--- src/design/rvCore_config.svh ---
`ifndef RVCORE_CONFIG_SVH
`define RVCORE_CONFIG_SVH

// Core is fixed at 32 bits
`define XLEN 32

// Depths in 32-bit words
`define IMEM_WORDS 64
`define DMEM_WORDS 64

// First fetch address after reset
`define RESET_PC 32'h0000_0000

`endif

--- src/design/rvPipePkg.sv ---
package rvPipePkg;

    // Architectural register index
    typedef logic [4:0] regIdxT;

    // Operand source for the execute stage
    typedef enum logic [1:0] {
        FWD_REG = 2'b00,
        FWD_WB  = 2'b01,
        FWD_MEM = 2'b10
    } fwdSelT;

endpackage

--- src/design/rvHazard.sv ---
`timescale 1ns/1ps

module rvHazard (
    input  rvPipePkg::regIdxT rs1D,
    input  rvPipePkg::regIdxT rs2D,
    input  rvPipePkg::regIdxT rs1E,
    input  rvPipePkg::regIdxT rs2E,
    input  rvPipePkg::regIdxT rdE,
    input  rvPipePkg::regIdxT rdM,
    input  rvPipePkg::regIdxT rdW,
    input  logic              memReadE,
    input  logic              regWriteM,
    input  logic              regWriteW,
    input  logic              redirect,
    output rvPipePkg::fwdSelT fwdA,
    output rvPipePkg::fwdSelT fwdB,
    output logic              stall,
    output logic              flush
);
    import rvPipePkg::*;

    // Memory stage wins over writeback, never for x0
    function automatic fwdSelT fwdFor(input regIdxT rs, input regIdxT rdMem,
                                      input logic wrMem, input regIdxT rdWb,
                                      input logic wrWb);
        if (rs == 5'd0)
            return FWD_REG;
        else if (wrMem && rdMem == rs)
            return FWD_MEM;
        else if (wrWb && rdWb == rs)
            return FWD_WB;
        else
            return FWD_REG;
    endfunction

    assign fwdA = fwdFor(rs1E, rdM, regWriteM, rdW, regWriteW);
    assign fwdB = fwdFor(rs2E, rdM, regWriteM, rdW, regWriteW);

    // Load in execute feeding the instruction in decode
    assign stall = memReadE && rdE != 5'd0 && (rdE == rs1D || rdE == rs2D);

    assign flush = redirect;

endmodule

--- config.mk ---
export PLATFORM = sky130hd
export DESIGN_NAME = rvHazard
export DESIGN_NICKNAME = d
export VERILOG_FILES = /design/src/design/rvCore_config.svh /design/src/design/rvPipePkg.sv /design/src/design/rvHazard.sv
export SDC_FILE = /design/constraint.sdc
export NUM_CORES = 1
export LEC_CHECK = 0
export ABC_AREA = 1
export BUFFER_PORTS_ARGS = -buffer_cell sky130_fd_sc_hd__buf_2
export CORE_MARGIN = 4
export CORE_UTILIZATION = 47
export DETAILED_ROUTE_END_ITERATION = 10
export GPL_TIMING_DRIVEN = 1
export PLACE_DENSITY = 0.91
export SLEW_MARGIN = 20
export SYNTH_ARGS = -nofsm -noshare
export SYNTH_HDL_FRONTEND = slang
export SYNTH_SLANG_ARGS = --single-unit
--- constraint.sdc ---
create_clock -name vclk -period 1.3
set_clock_uncertainty 0.1 [all_clocks]
set_input_delay 0.065 -clock vclk [all_inputs]
set_output_delay 0.065 -clock vclk [all_outputs]
set_load 0.01 [all_outputs]
# Yosys cells after proc, flatten, opt, wreduce, memory -nomap -nowiden
# Cells that the tools add are included.
[classes] n_addsub=0 multipliers=0 div_mod_pow=0 magnitude_cmp=0 eq_ne=6 n_shift=0 muxes=6 bitwise=0 n_reduce_logical=10
[ops] op="equality test 5 bit" n=6
[ops] op="zero test 5 bit" n=2
[ops] op="two-way mux 2 bit" n=4
[ops] op="logical AND 1 bit" n=6
[ops] op="nonzero test 5 bit" n=1
[ops] op="two-way mux 1 bit" n=2
[ops] op="logical OR 1 bit" n=1
[word_totals] ff_bits=0 latchBits=0 mem_bits_rw=0 romBits=0 elab_cells=22 n_memories=0

# Logic depth before layout (Yosys ltp)
[logic_depth] depth_word=5 depth_mapped=7

# Least setup slack after synthesis
# Ideal clock, no wire load.
[synth_timing] path_kind="input-to-output" start="input rdM[0]" end="output fwdB[0]" arrival_ns=0.625 slack_ns=0.510 cell_stages=5 n_path_buf=0 path_cell_list="inv_1 -> or2_1 -> nand4_2 -> nor2_1 -> nor2_1"
[synth_via] elab_chain_len=4
[synth_lines] element="start, declared" line_no="rvHazard.sv:9" text="input rvPipePkg::regIdxT rdM,"
[synth_lines] element="equality test 5 bit" line_no="rvHazard.sv:28" text="else if (wrMem && rdMem == rs)"
[synth_lines] element="logical AND 1 bit" line_no="rvHazard.sv:28"
[synth_lines] element="two-way mux 2 bit" line_no="rvHazard.sv:28"
[synth_lines] element="two-way mux 2 bit" line_no="rvHazard.sv:26" text="if (rs == 5'd0)"
[synth_lines] element="end, declared" line_no="rvHazard.sv:16" text="output rvPipePkg::fwdSelT fwdB,"
# No other way between the ends.

# Worst setup path in the final report
[layout_timing] start="input rs1E[3]" end="output fwdA[0]"
[layout_via] elab_chain_len=5 word_cells_on_any_way=8
[layout_lines] element="start, declared" line_no="rvHazard.sv:6" text="input rvPipePkg::regIdxT rs1E,"
[layout_lines] element="equality test 5 bit" line_no="rvHazard.sv:30" text="else if (wrWb && rdWb == rs)"
[layout_lines] element="logical AND 1 bit" line_no="rvHazard.sv:30"
[layout_lines] element="two-way mux 1 bit" line_no="rvHazard.sv:30"
[layout_lines] element="two-way mux 2 bit" line_no="rvHazard.sv:28"
[layout_lines] element="two-way mux 2 bit *" line_no="rvHazard.sv:26"
[layout_lines] element="end, declared" line_no="rvHazard.sv:15" text="output rvPipePkg::fwdSelT fwdA,"
# Mark *: on every way between the ends. The rest lies on a longest branch, timed or not.

==> run_results.csv <==
group,metric,value,unit
timing,setup_tns,0,ns
timing,slew_headroom,85.8,%
setup_path,cp_slowest_cell,"nor2_2",
setup_path,worstSetupPathType,"in2out",
global_routing,grt_max_degree,5,
placed_design,dp_hpwl,1.70,mm
global_routing,grt_pass1_wl,2.97,mm
logic_synthesis,synth_area_leaders,"nand2_1 (26%), inv_1 (10%), xnor2_1 (9.8%)",
floorplanning,ioPinCount,45,
placed_design,port_buffers,43,
floorplanning,core,1190,sq um
logic_synthesis,synth_area_per_cell,5.23,sq um
global_routing,track_usage,18.7,%
timing,fin_crit,1.06,ns
power_and_ir_drop,ir_drop,0.150,mV
layout,regArea,0,sq um
status,status,"finished clean",
drt,drt_iter0_markers,25,
power_and_ir_drop,p_sw_share,54.1,%
setup_path,path_delay_family,"simple AND/OR/NAND/NOR gates",
drt,drc_errors,0,
logic_synthesis,post-synth-top-count-cell,"nand2_1",
layout,syn2layout_area_growth,35.9,%
power_and_ir_drop,pwr-share-comb,100.0,%
logic_synthesis,synthDistinctLibCells,22,
floorplanning,rows,12,
layout,fin_nets,203,
drt,dr.pass1.iters,4,
timing,fin_crit_sh,81.5,%
placed_design,dp.cells,176,
timing,slew_violations,0,
logic_synthesis,yosysSeqAreaShare,0,%
logic_synthesis,synth_area_leader_cell,"nand2_1",
global_routing,first_global_vias,795,
drt,vias,847,
timing,max_freq,0.944,GHz
setup_path,crit_path_max_incr_delay,0.16,ns
layout,num_antenna_cells,0,
layout,clock_buffers,0,
placed_design,pre_cts_slack,0.260,ns
setup_path,cp_data_required_time,1.13,ns
flow_run,max-cap-violations,0,
floorplanning,initial_utilization,53.0,%
power_and_ir_drop,power.internal,0.116,mW
clock_network,cts_hold_buf,0,
timing,worstMarginPinSlew,0.211,ns
power_and_ir_drop,cellPowerDensity,295,nW/um^2
floorplanning,fp.dieW,44.6,um
setup_path,crit_buf_inv,3,
logic_synthesis,synth.net_count,159,
setup_path,worstPathArrival,0.89,ns
drt,vias_per_cell,4.81,
layout,fin_area,853,sq um
timing,setup_viol_count_final,0,
logic_synthesis,synth_top_cells_by_count,"nand2_1 (44), inv_1 (17), nor2_1 (13)",
logic_synthesis,syn_inst,120,
setup_path,critPathMaxFanout,3,
timing,finalHoldViolCount,0,
clock_network,post-cts-setup-buffers,0,
drt,antenna_left,0,
setup_path,path_cells,"buf_2, inv_1, nor2_1, nor2_1, nand4_2, nor2_2, nor2_2, buf_2",
layout,fin_util,71.9,%
logic_synthesis,yosys_warnings,0,
setup_path,cp-start-kind,"input port",
layout,design.seq.count,0,
layout,layout.cells.non_filler,176,
power_and_ir_drop,leakagePower,0.531,nW
placed_design,gp_congestion,0.848,
logic_synthesis,syn_area,628,sq um
placed_design,placed_cell_area,853,sq um
layout,drive_above_1_share,40.7,%
min_path,hold_class,"in2out",
floorplanning,die_y,44.6,um
timing,fin_hold_ws,0.0300,ns
clock_network,ctsResizeCount,0,
power_and_ir_drop,p_switching,0.136,mW
drt,routed_wl,1.85,mm
setup_path,endpoint_kind,"output port",
floorplanning,die_area,1990,sq um
global_routing,gr-total-overflow,0,
timing,fin_ws,0.241,ns
global_routing,antenna_found_initial,0,
power_and_ir_drop,sequentialPowerShare,0,%
drt,wl_per_cell,10.5,um
power_and_ir_drop,p_total,0.252,mW
logic_synthesis,synth_top_cell_area_share,26.3,%
timing,rsz0062_at_grt,"no",
power_and_ir_drop,clkPwrFrac,0,%
==> power groups by stage <==
stage / logic [mW] / registers [mW] / clock network (mW)
finish: 0.252 / 0 / 0
global route: 0.280 / 0 / 0
CTS: 0.253 / 0 / 0
detailed placement: 0.252 / 0 / 0
global placement: 0.242 / 0 / 0
floorplan: 0.143 / 0 / 0
==> per-layer routing <==
layer / share of wire (%) / wire length (um) / track usage (%)
met1: 38 / 705 / 19.8
met2: 51 / 943 / 37.8
met3: 8.0 / 148 / 1.22
met4: 2.8 / 51 / 5.42
met5: 0 / 0 / 0
==> cells by family after synthesis <==
logic type / synth area share [%]
compound gates: 6.77
xor+xnor: 16.3
buf+inv: 16.9
simple gates: 60.0
==> final timing paths <==
check | depth (start not counted) | slack [ns] | endpoint | start
max | 8 | 0.24 | fwdA[0] | rs1E[3]
min | 0 | 0.03 | flush | redirect
==> cell type report <==
type | instances | area (sq um)
Fill cell | 108 | 333
Multi-Input combinational cell | 93 | 522
Timing Repair Buffer | 43 | 215
Inverter | 26 | 98.8
Tap cell | 14 | 17.5
==> placed cells by master (no fill, tap or decap), drive strengths merged <==
| cell | netlist | final |
|---|---|---|
| a21oi | 2 | 2 |
| buf | 1 | 43 |
| clkinv | 1 | 1 |
| inv | 25 | 25 |
| nand2 | 44 | 44 |
| nand3 | 7 | 7 |
| nand3b | 1 | 1 |
| nand4 | 4 | 4 |
| nor2 | 15 | 15 |
| nor3 | 4 | 4 |
| o211ai | 2 | 2 |
| o21ai | 2 | 2 |
| or2 | 2 | 2 |
| xnor2 | 9 | 9 |
| xor2 | 1 | 1 |
Note: power is estimated with default switching activity, not from simulation.
