--- src/design/rvCore_config.svh ---
`ifndef RVCORE_CONFIG_SVH
`define RVCORE_CONFIG_SVH

// Core is fixed at 32 bits
`define XLEN 32

// Depths in 32-bit words
`define IMEM_WORDS 64
`define DMEM_WORDS 64

// First fetch address after reset
`define RESET_PC 32'h0000_0000

`endif

--- src/design/rvIsaPkg.sv ---
package rvIsaPkg;

    // Major opcodes of the supported subset
    typedef enum logic [6:0] {
        OP     = 7'b0110011,
        OP_IMM = 7'b0010011,
        LUI    = 7'b0110111,
        LOAD   = 7'b0000011,
        STORE  = 7'b0100011,
        BRANCH = 7'b1100011,
        JAL    = 7'b1101111
    } opcodeT;

    typedef enum logic [3:0] {
        ADD    = 4'd0,
        SUB    = 4'd1,
        AND    = 4'd2,
        OR     = 4'd3,
        XOR    = 4'd4,
        SLT    = 4'd5,
        PASS_B = 4'd6
    } aluOpT;

    typedef enum logic [2:0] {
        IMM_I = 3'd0,
        IMM_S = 3'd1,
        IMM_B = 3'd2,
        IMM_U = 3'd3,
        IMM_J = 3'd4
    } immFmtT;

    // Writeback result source
    typedef enum logic [1:0] {
        RES_ALU = 2'd0,
        RES_MEM = 2'd1,
        RES_PC4 = 2'd2
    } resultSrcT;

endpackage

--- src/design/rvPipePkg.sv ---
package rvPipePkg;

    // Architectural register index
    typedef logic [4:0] regIdxT;

    // Operand source for the execute stage
    typedef enum logic [1:0] {
        FWD_REG = 2'b00,
        FWD_WB  = 2'b01,
        FWD_MEM = 2'b10
    } fwdSelT;

endpackage

--- src/design/rvExecute.sv ---
`timescale 1ns/1ps
`include "rvCore_config.svh"

module rvExecute (
    input  logic [`XLEN-1:0]  rd1,
    input  logic [`XLEN-1:0]  rd2,
    input  logic [`XLEN-1:0]  resultW,
    input  logic [`XLEN-1:0]  aluResultM,
    input  rvPipePkg::fwdSelT fwdA,
    input  rvPipePkg::fwdSelT fwdB,
    input  logic [`XLEN-1:0]  imm,
    input  logic [`XLEN-1:0]  pc,
    input  logic              aluSrc,
    input  rvIsaPkg::aluOpT   aluOp,
    input  logic              branch,
    input  logic              branchNe,
    input  logic              jump,
    output logic [`XLEN-1:0]  aluResult,
    output logic [`XLEN-1:0]  storeData,
    output logic [`XLEN-1:0]  pcTarget,
    output logic              redirect
);
    import rvIsaPkg::*;
    import rvPipePkg::*;

    logic [`XLEN-1:0] srcA;
    logic [`XLEN-1:0] srcB;
    logic             equal;

    function automatic logic [`XLEN-1:0] fwdMux(input fwdSelT sel,
                                                input logic [`XLEN-1:0] regVal,
                                                input logic [`XLEN-1:0] wbVal,
                                                input logic [`XLEN-1:0] memVal);
        case (sel)
            FWD_WB:  return wbVal;
            FWD_MEM: return memVal;
            default: return regVal;
        endcase
    endfunction

    assign srcA      = fwdMux(fwdA, rd1, resultW, aluResultM);
    assign storeData = fwdMux(fwdB, rd2, resultW, aluResultM);
    assign srcB      = aluSrc ? imm : storeData;

    always_comb begin
        case (aluOp)
            ADD:     aluResult = srcA + srcB;
            SUB:     aluResult = srcA - srcB;
            AND:     aluResult = srcA & srcB;
            OR:      aluResult = srcA | srcB;
            XOR:     aluResult = srcA ^ srcB;
            SLT:     aluResult = {{(`XLEN-1){1'b0}}, $signed(srcA) < $signed(srcB)};
            PASS_B:  aluResult = srcB;
            default: aluResult = '0;
        endcase
    end

    // Branch compares the forwarded register operands, not the ALU inputs
    assign equal    = (srcA == storeData);
    assign pcTarget = pc + imm;
    assign redirect = jump || (branch && (equal != branchNe));

endmodule

--- config.mk ---
export PLATFORM = sky130hd
export DESIGN_NAME = rvExecute
export DESIGN_NICKNAME = d
export VERILOG_FILES = /design/src/design/rvIsaPkg.sv /design/src/design/rvPipePkg.sv /design/src/design/rvExecute.sv
export VERILOG_INCLUDE_DIRS = /design/src /design/src/design
export SDC_FILE = /design/constraint.sdc
export NUM_CORES = 1
export LEC_CHECK = 0
export BUFFER_PORTS_ARGS = -buffer_cell sky130_fd_sc_hd__buf_2
export CAP_MARGIN = 20
export CORE_MARGIN = 2
export CORE_UTILIZATION = 46
export DETAILED_ROUTE_END_ITERATION = 10
export PLACE_DENSITY = 0.75
export REMOVE_ABC_BUFFERS = 1
export SYNTH_ARGS = -nofsm -noshare
export SYNTH_HDL_FRONTEND = slang
export SYNTH_SLANG_ARGS = --single-unit
--- constraint.sdc ---
create_clock -name vclk -period 10.8
set_input_delay 0.54 -clock vclk [all_inputs]
set_output_delay 0.54 -clock vclk [all_outputs]
set_load 0.01 [all_outputs]
== Word level (Yosys, flattened, before mapping) ==
Cells that the tools add are included.
Word-level totals
  register bits after elaboration: 0
  input bits: 204
  output and inout bits: 97
Operators by class
  add/sub/neg operators: 3
  $lt $le $gt $ge: 1
  equality and inequality tests: 12
  muxes and demuxes: 4
  bitwise operators: 3
  reduce and logical (&&, ||, !) cells: 3
Operator list (number)
  $pmux W32 S7: 1
  $pmux W32 S2: 2
  $add A32 B32 Y32: 2
  $and A32 B32 Y32: 1
  $eq A32 B32 Y1: 1
  $lt A32 B32 Y1: 1
  $mux W32: 1
  $or A32 B32 Y32: 1
  $sub A32 B32 Y32: 1
  $xor A32 B32 Y32: 1
  $eq A4 B3 Y1 const B: 3
  $eq A4 B2 Y1 const B: 2
  $eq A2 B1 Y1 const B: 2
  $eq A2 B2 Y1 const B: 2
  $eq A4 B1 Y1 const B: 1
  $logic_not A4 Y1: 1
  $logic_and A1 B1 Y1: 1
  $logic_or A1 B1 Y1: 1
  $ne A1 B1 Y1: 1

== Logic depth before layout (Yosys ltp) ==
  depth after elaboration: 6
  mapped depth: 20
  gate-level depth less buffers: 19

== Worst setup path before layout ==
OpenSTA, ideal clock, no wires.
  kind: input port to output port
  start: in fwdB[0]
  end: out aluResult[20]
  data arrival time: 4.615 ns
  data required time: 10.260 ns
  setup slack: 5.645 ns
  stages on the path: 20
  cells stage by stage: inv_1 ha_1 clkbuf_1 clkbuf_1 nor2_1 a21oi_1 nor2_1 a21oi_1 inv_1 ha_1 fa_1 a21o_1 a221oi_1 o21ai_1 a31oi_1 o211ai_1 and3_1 a311oi_1 a21oi_1 a221o_1
On the way
  longest elaborated chain between the ends: 5
  elaborated cells on any way between the ends: 10
  those cells by class: 2 x add/sub; 2 x eq/ne; 3 x mux; 3 x bitwise
Ends and longest elaborated chain
  from (decl): line rvExecute.sv:10  | input rvPipePkg::fwdSelT fwdB,
  $eq A2 B2 Y1 or $eq A2 B1 Y1 (tied branches): line rvExecute.sv:34  | case (sel)
  $pmux W32 S2 *: line rvExecute.sv:34
  $mux W32 *: line rvExecute.sv:43  | assign srcB = aluSrc ? imm : storeData;
  $sub A32 B32 Y32 (tied with other cells): line rvExecute.sv:48  | SUB: aluResult = srcA - srcB;
  $pmux W32 S7 *: line rvExecute.sv:46  | case (aluOp)
  to (decl): line rvExecute.sv:18  | output logic [`XLEN-1:0] aluResult,
Mark *: on every way between the ends. The rest lies on a longest branch, timed or not.

== Worst setup path after layout ==
  start: in fwdB[0]
  end: out aluResult[25]
The elaborated chain is that of the path after synthesis.

==> run metrics <==
# clk buffers 0; Max transition margin 0.2346; fin cells 1814; Crit path depth 20; share of the synthesized area in the top cell type 0.2011; dpl ws 4.822 ns; port bufs 301; total power 0.8575 mW; Final GP Congestion 1.034; First-pass DRT Iterations 5; sequential area share after synthesis 0; routed len/inst 21.92 um; status complete, no violations; Reg area 0 um2; mapped cell area 0.008587 mm2; Psw 0.5409 mW; Layout area overhead 18.97%; post-CTS setup buffer count 0; Int Power 0.3166 mW; CP startpoint fwdB[0]; Initial DRC Count 1318; vias per std cell 6.355; Placed Area 0.01021 mm2; GR Util All Layers 0.3804; grt ovf 0; Die Span X 140.6 um; multi-input logic area 0.007775 mm2; Peak VDD IR 0.05423 mV; Seq pwr share 0; Rows 49; Worst setup SP type input pin; post-synthesis cell type count 65; core area 0.01815 mm2; Slew @ Worst Pin 1.144 ns; layout cells sized above 1 0.2106; CP required 10.26 ns; CP max stage delay 0.94 ns; fin util 0.5629; Worst path slowest cell o311ai_0; final hold viol count 0; critical path arrival 5.57 ns; most common cell in the netlist a21oi_1; Worst Setup EP aluResult[25]; Clk pwr share 0; cts hold-fix bufs 0; Initial Util 0.4732; vias in the first global route 10590; # nets final 1928; largest net degree at the start of global routing 65; critical path, cell by cell buf_2 > inv_1 > ha_2 > buf_4 > nor2_1 > a21oi_1 > nor2_1 > a21oi_1 > inv_1 > ha_1 > nor2b_1 > o211ai_1 > a21oi_1 > o221ai_1 > o311ai_0 > a31oi_1 > o2bb2ai_1 > xnor2_1 > o221ai_1 > buf_2; critical setup path kind in2out; DR vias 11530; top cells by count, synth a21oi_1 (176), inv_1 (144), nor2_1 (144); PD cells 83.94 mW/mm2; Sw Ratio 0.6308; # resized after CTS 0; crit-path leading delay family compound AO/OA/AOI/OAI gates; Final HPWL DP 32540 um; Max Fanout on Critical Path 64; final WL 39750 um; # fillers 1870; final period utilization 0.5653; setup ws final 4.695 ns; Max-Cap Viols 0; RSZ-0062 raised after global routing no; first-pass GRT wire length 60140 um; area leader, netlist ha_1; Seq cells 0; initial antenna violation count 3; Placed Cells 1810; leakage power 5.218 nW; final setup fails 0; Cells after Synth 1345; Crit. End Element output pin; Final Instance Area 0.01022 mm2; max-slew violations 0; Die Footprint 0.01978 mm2; HP Class in2out; synth top area cells ha_1 (20%), a21oi_1 (10%), xnor2_1 (6.5%), inv_1 (6.3%), nor2_1 (6.3%); Final ANT Viol Nets 0; io pins 301; Combinational Power Share 1.000; Mean Syn Cell Area 6.384 um2; CP dominant cell by count a21oi_1; Bufs and invs on worst path 5; Min Hold Slack 1.395 ns; # DRC 0; Fmax 163.8 MHz; synth warn 0; setup_tns 0 ns; die height 140.6 um; post-route minimum period 6.105 ns
tightest hold or removal path: cells and delay by family:
| family | cells | cell delay, ns |
|---|---|---|
| buffers and inverters | 2 | 0.20 |
| adders and majority gates | 1 | 0.12 |
cell type report:
class	instances	share of cell area
Multi-Input combinational cell	1123	0.7611
Timing Repair Buffer	314	0.1570
Tap cell	229	0.02805
Inverter	144	0.05291
Antenna cell	4	0.0009798
cell usage in the layout (no fill, tap or decap), types with 11 or more instances in the layout:
| cell type | Yosys | final |
|---|---|---|
| a211oi_1 | 11 | 11 |
| a21o_1 | 34 | 34 |
| a21oi_1 | 176 | 176 |
| a221oi_1 | 29 | 29 |
| a22oi_1 | 69 | 69 |
| buf_2 | 0 | 301 |
| buf_4 | 0 | 13 |
| ha_1 | 138 | 136 |
| inv_1 | 144 | 144 |
| nand2_1 | 81 | 81 |
| nand2b_1 | 15 | 15 |
| nand3_1 | 13 | 12 |
| nand4_1 | 19 | 19 |
| nor2_1 | 144 | 144 |
| nor3_1 | 16 | 15 |
| o211ai_1 | 14 | 14 |
| o21ai_0 | 88 | 88 |
| o21bai_1 | 12 | 12 |
| o221ai_1 | 23 | 23 |
| xnor2_1 | 64 | 64 |
| xor2_1 | 15 | 15 |
worst min path at each step:
stage          start           to  slack, ns  depth (start not counted)
2_1_floorplan   jump     redirect       1.18                          1
3_3_place_gp   pc[0]  pcTarget[0]       1.39                          3
3_5_place_dp   pc[0]  pcTarget[0]       1.39                          3
4_1_cts        pc[0]  pcTarget[0]       1.40                          3
5_1_grt        pc[0]  pcTarget[0]       1.39                          3
6_report       pc[0]  pcTarget[0]       1.40                          3
power by group through the flow:
stage	Clock (mW)	Sequential, mW	Combinational [mW]
final	0.0000000497	0	0.858
after global routing	0.0000000248	0	0.930
after CTS	0	0	0.834
after detailed placement	0	0	0.829
after global placement	0	0	0.824
after floorplan	0	0	0.549
cells by family (layout without fill, tap and decap cells):
logic type | count (synthesis) | count (layout) | share of synthesized area
fa+ha+maj | 141 | 141 | 0.2081
xor+xnor | 79 | 79 | 0.08058
compound gates | 545 | 545 | 0.4175
buf+inv | 222 | 458 | 0.09704
simple gates | 351 | 351 | 0.1883
mux | 7 | 7 | 0.008597
other cells | 0 | 4 | 0
routing by layer:
metal	vias up	track usage	part of all wire
met5	-	0	0
li1	5392	-	-
met1	5309	0.5386	0.42
met2	727	0.5861	0.43
met4	0	0.1121	0.038
met3	100	0.07201	0.12
No activity file was read; power rests on OpenSTA's default activity.
