<file path="src/design/rvCore_config.svh">
`ifndef RVCORE_CONFIG_SVH
`define RVCORE_CONFIG_SVH

// Core is fixed at 32 bits
`define XLEN 32

// Depths in 32-bit words
`define IMEM_WORDS 64
`define DMEM_WORDS 64

// First fetch address after reset
`define RESET_PC 32'h0000_0000

`endif

</file>
<file path="src/design/rvIsaPkg.sv">
package rvIsaPkg;

    // Major opcodes of the supported subset
    typedef enum logic [6:0] {
        OP     = 7'b0110011,
        OP_IMM = 7'b0010011,
        LUI    = 7'b0110111,
        LOAD   = 7'b0000011,
        STORE  = 7'b0100011,
        BRANCH = 7'b1100011,
        JAL    = 7'b1101111
    } opcodeT;

    typedef enum logic [3:0] {
        ADD    = 4'd0,
        SUB    = 4'd1,
        AND    = 4'd2,
        OR     = 4'd3,
        XOR    = 4'd4,
        SLT    = 4'd5,
        PASS_B = 4'd6
    } aluOpT;

    typedef enum logic [2:0] {
        IMM_I = 3'd0,
        IMM_S = 3'd1,
        IMM_B = 3'd2,
        IMM_U = 3'd3,
        IMM_J = 3'd4
    } immFmtT;

    // Writeback result source
    typedef enum logic [1:0] {
        RES_ALU = 2'd0,
        RES_MEM = 2'd1,
        RES_PC4 = 2'd2
    } resultSrcT;

endpackage

</file>
<file path="src/design/rvDecode.sv">
`timescale 1ns/1ps
`include "rvCore_config.svh"

module rvDecode (
    input  logic [`XLEN-1:0]    instr,
    output logic                regWrite,
    output logic                memWrite,
    output logic                memRead,
    output logic                branch,
    output logic                branchNe,
    output logic                jump,
    output logic                aluSrc,
    output rvIsaPkg::aluOpT     aluOp,
    output rvIsaPkg::resultSrcT resultSrc,
    output logic [`XLEN-1:0]    imm
);
    import rvIsaPkg::*;

    opcodeT     opcode;
    immFmtT     immFmt;
    logic [2:0] funct3;

    assign opcode = opcodeT'(instr[6:0]);
    assign funct3 = instr[14:12];

    always_comb begin
        // Bubble unless the opcode is recognised
        regWrite  = 1'b0;
        memWrite  = 1'b0;
        memRead   = 1'b0;
        branch    = 1'b0;
        branchNe  = 1'b0;
        jump      = 1'b0;
        aluSrc    = 1'b0;
        aluOp     = ADD;
        resultSrc = RES_ALU;
        immFmt    = IMM_I;
        case (opcode)
            OP: begin
                regWrite = 1'b1;
                case (funct3)
                    3'b000:  aluOp = instr[30] ? SUB : ADD;
                    3'b111:  aluOp = AND;
                    3'b110:  aluOp = OR;
                    3'b100:  aluOp = XOR;
                    3'b010:  aluOp = SLT;
                    default: regWrite = 1'b0;
                endcase
            end
            OP_IMM: begin
                regWrite = 1'b1;
                aluSrc   = 1'b1;
                case (funct3)
                    3'b000:  aluOp = ADD;
                    3'b111:  aluOp = AND;
                    3'b110:  aluOp = OR;
                    default: regWrite = 1'b0;
                endcase
            end
            LUI: begin
                regWrite = 1'b1;
                aluSrc   = 1'b1;
                aluOp    = PASS_B;
                immFmt   = IMM_U;
            end
            LOAD: begin
                regWrite  = 1'b1;
                memRead   = 1'b1;
                aluSrc    = 1'b1;
                resultSrc = RES_MEM;
            end
            STORE: begin
                memWrite = 1'b1;
                aluSrc   = 1'b1;
                immFmt   = IMM_S;
            end
            BRANCH: begin
                // BEQ and BNE only
                branch   = (funct3[2:1] == 2'b00);
                branchNe = funct3[0];
                immFmt   = IMM_B;
            end
            JAL: begin
                regWrite  = 1'b1;
                jump      = 1'b1;
                resultSrc = RES_PC4;
                immFmt    = IMM_J;
            end
            default: ;
        endcase
    end

    always_comb begin
        case (immFmt)
            IMM_I:   imm = {{20{instr[31]}}, instr[31:20]};
            IMM_S:   imm = {{20{instr[31]}}, instr[31:25], instr[11:7]};
            IMM_B:   imm = {{19{instr[31]}}, instr[31], instr[7], instr[30:25],
                            instr[11:8], 1'b0};
            IMM_U:   imm = {instr[31:12], 12'b0};
            IMM_J:   imm = {{11{instr[31]}}, instr[31], instr[19:12], instr[20],
                            instr[30:21], 1'b0};
            default: imm = '0;
        endcase
    end

endmodule

</file>
<file path="config.mk">
export PLATFORM = sky130hd
export DESIGN_NAME = rvDecode
export DESIGN_NICKNAME = d
export VERILOG_FILES = /design/src/design/rvIsaPkg.sv /design/src/design/rvDecode.sv
export VERILOG_INCLUDE_DIRS = /design/src /design/src/design
export SDC_FILE = /design/constraint.sdc
export NUM_CORES = 1
export LEC_CHECK = 0
export ABC_AREA = 1
export BUFFER_PORTS_ARGS = -buffer_cell sky130_fd_sc_hd__buf_2
export CORE_MARGIN = 4
export CORE_UTILIZATION = 42
export DETAILED_ROUTE_END_ITERATION = 8
export GPL_ROUTABILITY_DRIVEN = 0
export PLACE_DENSITY = 0.86
export SLEW_MARGIN = 20
export SYNTH_ARGS = -nofsm -noshare
export SYNTH_HDL_FRONTEND = slang
export SYNTH_SLANG_ARGS = --single-unit
</file>
<file path="constraint.sdc">
create_clock -name vclk -period 1.3
set_input_delay 0.195 -clock vclk [all_inputs]
set_output_delay 0.195 -clock vclk [all_outputs]
set_load 0.02 [all_outputs]
</file>
==> results of run 1 <==
[kinds of logic after synthesis]
family | share of synthesized area (%)
buffers and inverters | 17.0
and+or+nand+nor | 78.8
AOI/OAI and AO/OA | 3.82
other | 0.394
[cell usage after synthesis, drive strengths merged]
cell type / count / area [sq um]
o21ai: 2 / 10.0
buf: 12 / 97.6
nand4: 2 / 12.5
nor2: 48 / 210
clkbuf: 1 / 3.75
nand2: 79 / 317
inv: 16 / 60.1
o21bai: 1 / 7.51
a21oi: 1 / 5.00
o22ai: 1 / 6.26
nand3: 39 / 210
o211ai: 1 / 7.51
conb: 1 / 3.75
[metrics by stage]
step           hold slack (ps)  setup slack (ps)  cells
2_1_floorplan              470             -14.9    204
3_3_place_gp               695              -175    316
3_5_place_dp               694              -198    316
==> results.json, run 1 <==
{
  "ys_seq_area_share_pct": 0,
  "dpl_cell_area_sq_mm": 0.00146,
  "cts_setup_buffers": 8,
  "ctsHoldBuffers": 0,
  "ys_types": 21,
  "netlist_area_sq_um": 951,
  "num_rows": 16,
  "synth_nets": 236,
  "first-error": "[ERROR DPL-0033] detailed placement checks failed during check placement.",
  "top_level_ports": 77,
  "outcome": "did not finish",
  "synth.yosys.warnings": 0,
  "synthCells": 204,
  "place.detailed.hpwl_um": 2820,
  "initial_core_util_pct": 46.1,
  "dieHeight_um": 55.6,
  "post_cts_resize_count": 122,
  "fp.dieW_um": 55.6,
  "buffer_ports.inserted": 76,
  "avgSynthCellArea_sq_um": 4.66,
  "terminating_stage_of_the_flow": "4_1_cts"
}
==> inputs of run 2 (changes only) <==
--- a/config.mk
+++ b/config.mk
@@ -8,11 +8,11 @@
 export LEC_CHECK = 0
 export ABC_AREA = 1
 export BUFFER_PORTS_ARGS = -buffer_cell sky130_fd_sc_hd__buf_2
-export CORE_MARGIN = 4
-export CORE_UTILIZATION = 42
+export CORE_AREA = 4 4 65 67
 export DETAILED_ROUTE_END_ITERATION = 8
+export DIE_AREA = 0 0 69 71
 export GPL_ROUTABILITY_DRIVEN = 0
-export PLACE_DENSITY = 0.86
+export PLACE_DENSITY_LB_ADDON = 0.15
 export SLEW_MARGIN = 20
 export SYNTH_ARGS = -nofsm -noshare
 export SYNTH_HDL_FRONTEND = slang
==> run 2 against run 1 <==
Effect of this change:
- the flow now finishes, with violations (negative setup slack)
- synthesized cell count is the same
- synthesized area did not move
==> results.json, run 2 <==
{
  "dieHeight_um": 71,
  "outcome": "complete, but fails checks",
  "power.switching_fraction_pct": 54.8,
  "fp.dieW_um": 69,
  "drt_pre_antenna_iters": 4,
  "power_density_mw_per_mm2": 263,
  "detail_route.wirelength_um": 4320,
  "worstPathMaxFanout": 6,
  "number_of_placed_instances_taps_included": 336,
  "max-cap-violations": 0,
  "failed_checks": "negative setup slack",
  "post_layout_nonfiller_instances": 344,
  "die_area_sq_mm": 0.00490,
  "critPathKind": "primary input to output port",
  "critical_path_origin": "instr[2]",
  "grtUsageTotal_pct": 15.1,
  "clock_power_share_pct": 0,
  "grt_first_pass_wirelength_um": 6560,
  "design.core.area_sq_mm": 0.00363,
  "dr_total_vias": 1594,
  "synthCells": 204,
  "hold_viol_final": 0,
  "power.switching_uw": 301,
  "final_layout_size_suffix_gt1_share_pct": 54.7,
  "grt_overflow_total": 0,
  "timing.hold.ws_ps": 686,
  "timing_max_transition_violations_final": 0,
  "share_comb_of_total_power_pct": 100.0,
  "place.detailed.hpwl_um": 3040,
  "drt_first_iter_violations": 59,
  "synth_most_common_cell": "sky130_fd_sc_hd__nand2_1",
  "buffer_ports.inserted": 76,
  "synth_area_leader_cell": "sky130_fd_sc_hd__nand2_1",
  "synthTopCellsByCount": "sky130_fd_sc_hd__nand2_1, sky130_fd_sc_hd__nor2_1, sky130_fd_sc_hd__nand3_1, sky130_fd_sc_hd__inv_1",
  "ctsHoldBuffers": 0,
  "cell_internal_pwr_uw": 248,
  "first_global_vias": 1480,
  "grt_setup_unrepaired": "yes",
  "wl_cell_um": 12.6,
  "sequential_cell_total": 0,
  "num-nets-final": 330,
  "ys_top_cells_by_area": "sky130_fd_sc_hd__nand2_1, sky130_fd_sc_hd__nand3_1, sky130_fd_sc_hd__nor2_1",
  "worstPathArrival_ps": 1320,
  "clock.fmax_mhz": 659,
  "layout_common_cells": "sky130_fd_sc_hd__nand2_1, sky130_fd_sc_hd__buf_6, sky130_fd_sc_hd__nand3_1, sky130_fd_sc_hd__buf_2, sky130_fd_sc_hd__buf_4",
  "sequential_cell_area_sq_um": 0,
  "critPathCaptureType": "output port",
  "timing.critical_path.required_ps": 1110,
  "top_level_ports": 77,
  "vdd_ir_drop_max_mv": 0.0905,
  "setup_total_neg_slack_ps": -5040,
  "num_rows": 22,
  "fillerInstances": 376,
  "hold_path.startpoint": "instr[9]",
  "min-delay-path-class": "primary input to output port",
  "area_added_between_synthesis_and_finish_pct": 119,
  "ys_types": 21,
  "netlist_area_sq_um": 951,
  "route.detailed.vias_per_inst": 4.63,
  "drc_errors": 0,
  "pre_cts_ws_ps": -192,
  "fin_crit_ps": 1520,
  "grt_antenna_before_repair": 0,
  "route.antenna.remaining_nets": 0,
  "yosys.area.top_type_share_pct": 28.8,
  "power_frac_seq_pct": 0,
  "setup_viol_count_final": 33,
  "cp_startpoint_kind": "primary input",
  "num_antenna_cells": 0,
  "fin_crit_sh_pct": 117,
  "maximum_number_of_pins_on_one_net_before_global_route_repair": 21,
  "ys_seq_area_share_pct": 0,
  "synth_nets": 236,
  "post-route-worst-setup-slack_ps": -216,
  "initial_core_util_pct": 26.2,
  "synth.yosys.warnings": 0,
  "static-leakage-power_uw": 0.00116,
  "n_clock_buffer": 0,
  "avgSynthCellArea_sq_um": 4.66,
  "final_common_cell": "sky130_fd_sc_hd__nand2_1"
}
-- run 2: cell counts after synthesis --
Identical to the previous run, type by type.
-- run 2: kinds of logic (layout without fill, tap and decap cells) --
group	after synthesis	count (layout)	share of synthesized area [%]
AND/OR/NAND/NOR	168	171	78.8
buffers and inverters	29	118	17.0
AO/OA/AOI/OAI	6	6	3.82
other	1	1	0.394
-- run 2: final timing paths --
check | endpoint | slack, ps | cells past startpoint
setup / recovery | imm[13] | -220 | 9
hold / removal | imm[2] | 690 | 4
-- run 2: timing repair --
action                     4_1_cts  5_1_grt
setup buffers                    0        3
pin swaps                        1       36
resized for setup               19      134
setup endpoints to repair       34       42
cloned                           1        5
-- run 2: cell type report --
type	count	area, sq um	share of cell area [%]
Tap cell	48	60.1	2.88
Inverter	16	85.1	4.09
Multi-Input combinational cell	178	1070	51.4
Timing Repair Buffer	102	866	41.6
-- run 2: per-layer routing --
metal | vias to the layer above | global-route usage, % | part of all wire, %
met5 | - | 0 | 0
li1 | 830 | - | -
met3 | 0 | 2.27 | 6.5
met4 | 0 | 0 | 0
met2 | 55 | 28.4 | 49
met1 | 709 | 19.3 | 44
-- run 2: stage by stage --
step / total power [uW] / utilization (%) / cell area [sq um]
after global placement: 389 / 40.6 / 1480
final: 548 / 57.3 / 2080
after detailed placement: 391 / 40.6 / 1480
after CTS: 410 / 42.4 / 1540
after floorplan: 222 / - / 966
after global routing: 588 / 57.3 / 2080
-- run 2: power groups by stage --
stage / Combinational, uW / Clock (uW) / Sequential (uW)
floorplan: 222 / 0 / 0
global placement: 389 / 0 / 0
detailed placement: 391 / 0 / 0
CTS: 410 / 0 / 0
global route: 588 / 0 / 0
finish: 548 / 0 / 0
-- run 2: worst max-delay path, cell delays in order --
cell and delay (ps):
sky130_fd_sc_hd__buf_6 110, sky130_fd_sc_hd__inv_4 50, sky130_fd_sc_hd__nand2_4 40, sky130_fd_sc_hd__nor2_4 240, sky130_fd_sc_hd__nand3_4 240, sky130_fd_sc_hd__nand2_4 180, sky130_fd_sc_hd__nor2_1 60, sky130_fd_sc_hd__nand2_1 70
sky130_fd_sc_hd__buf_6 120
(Power assumes the default switching activity.)
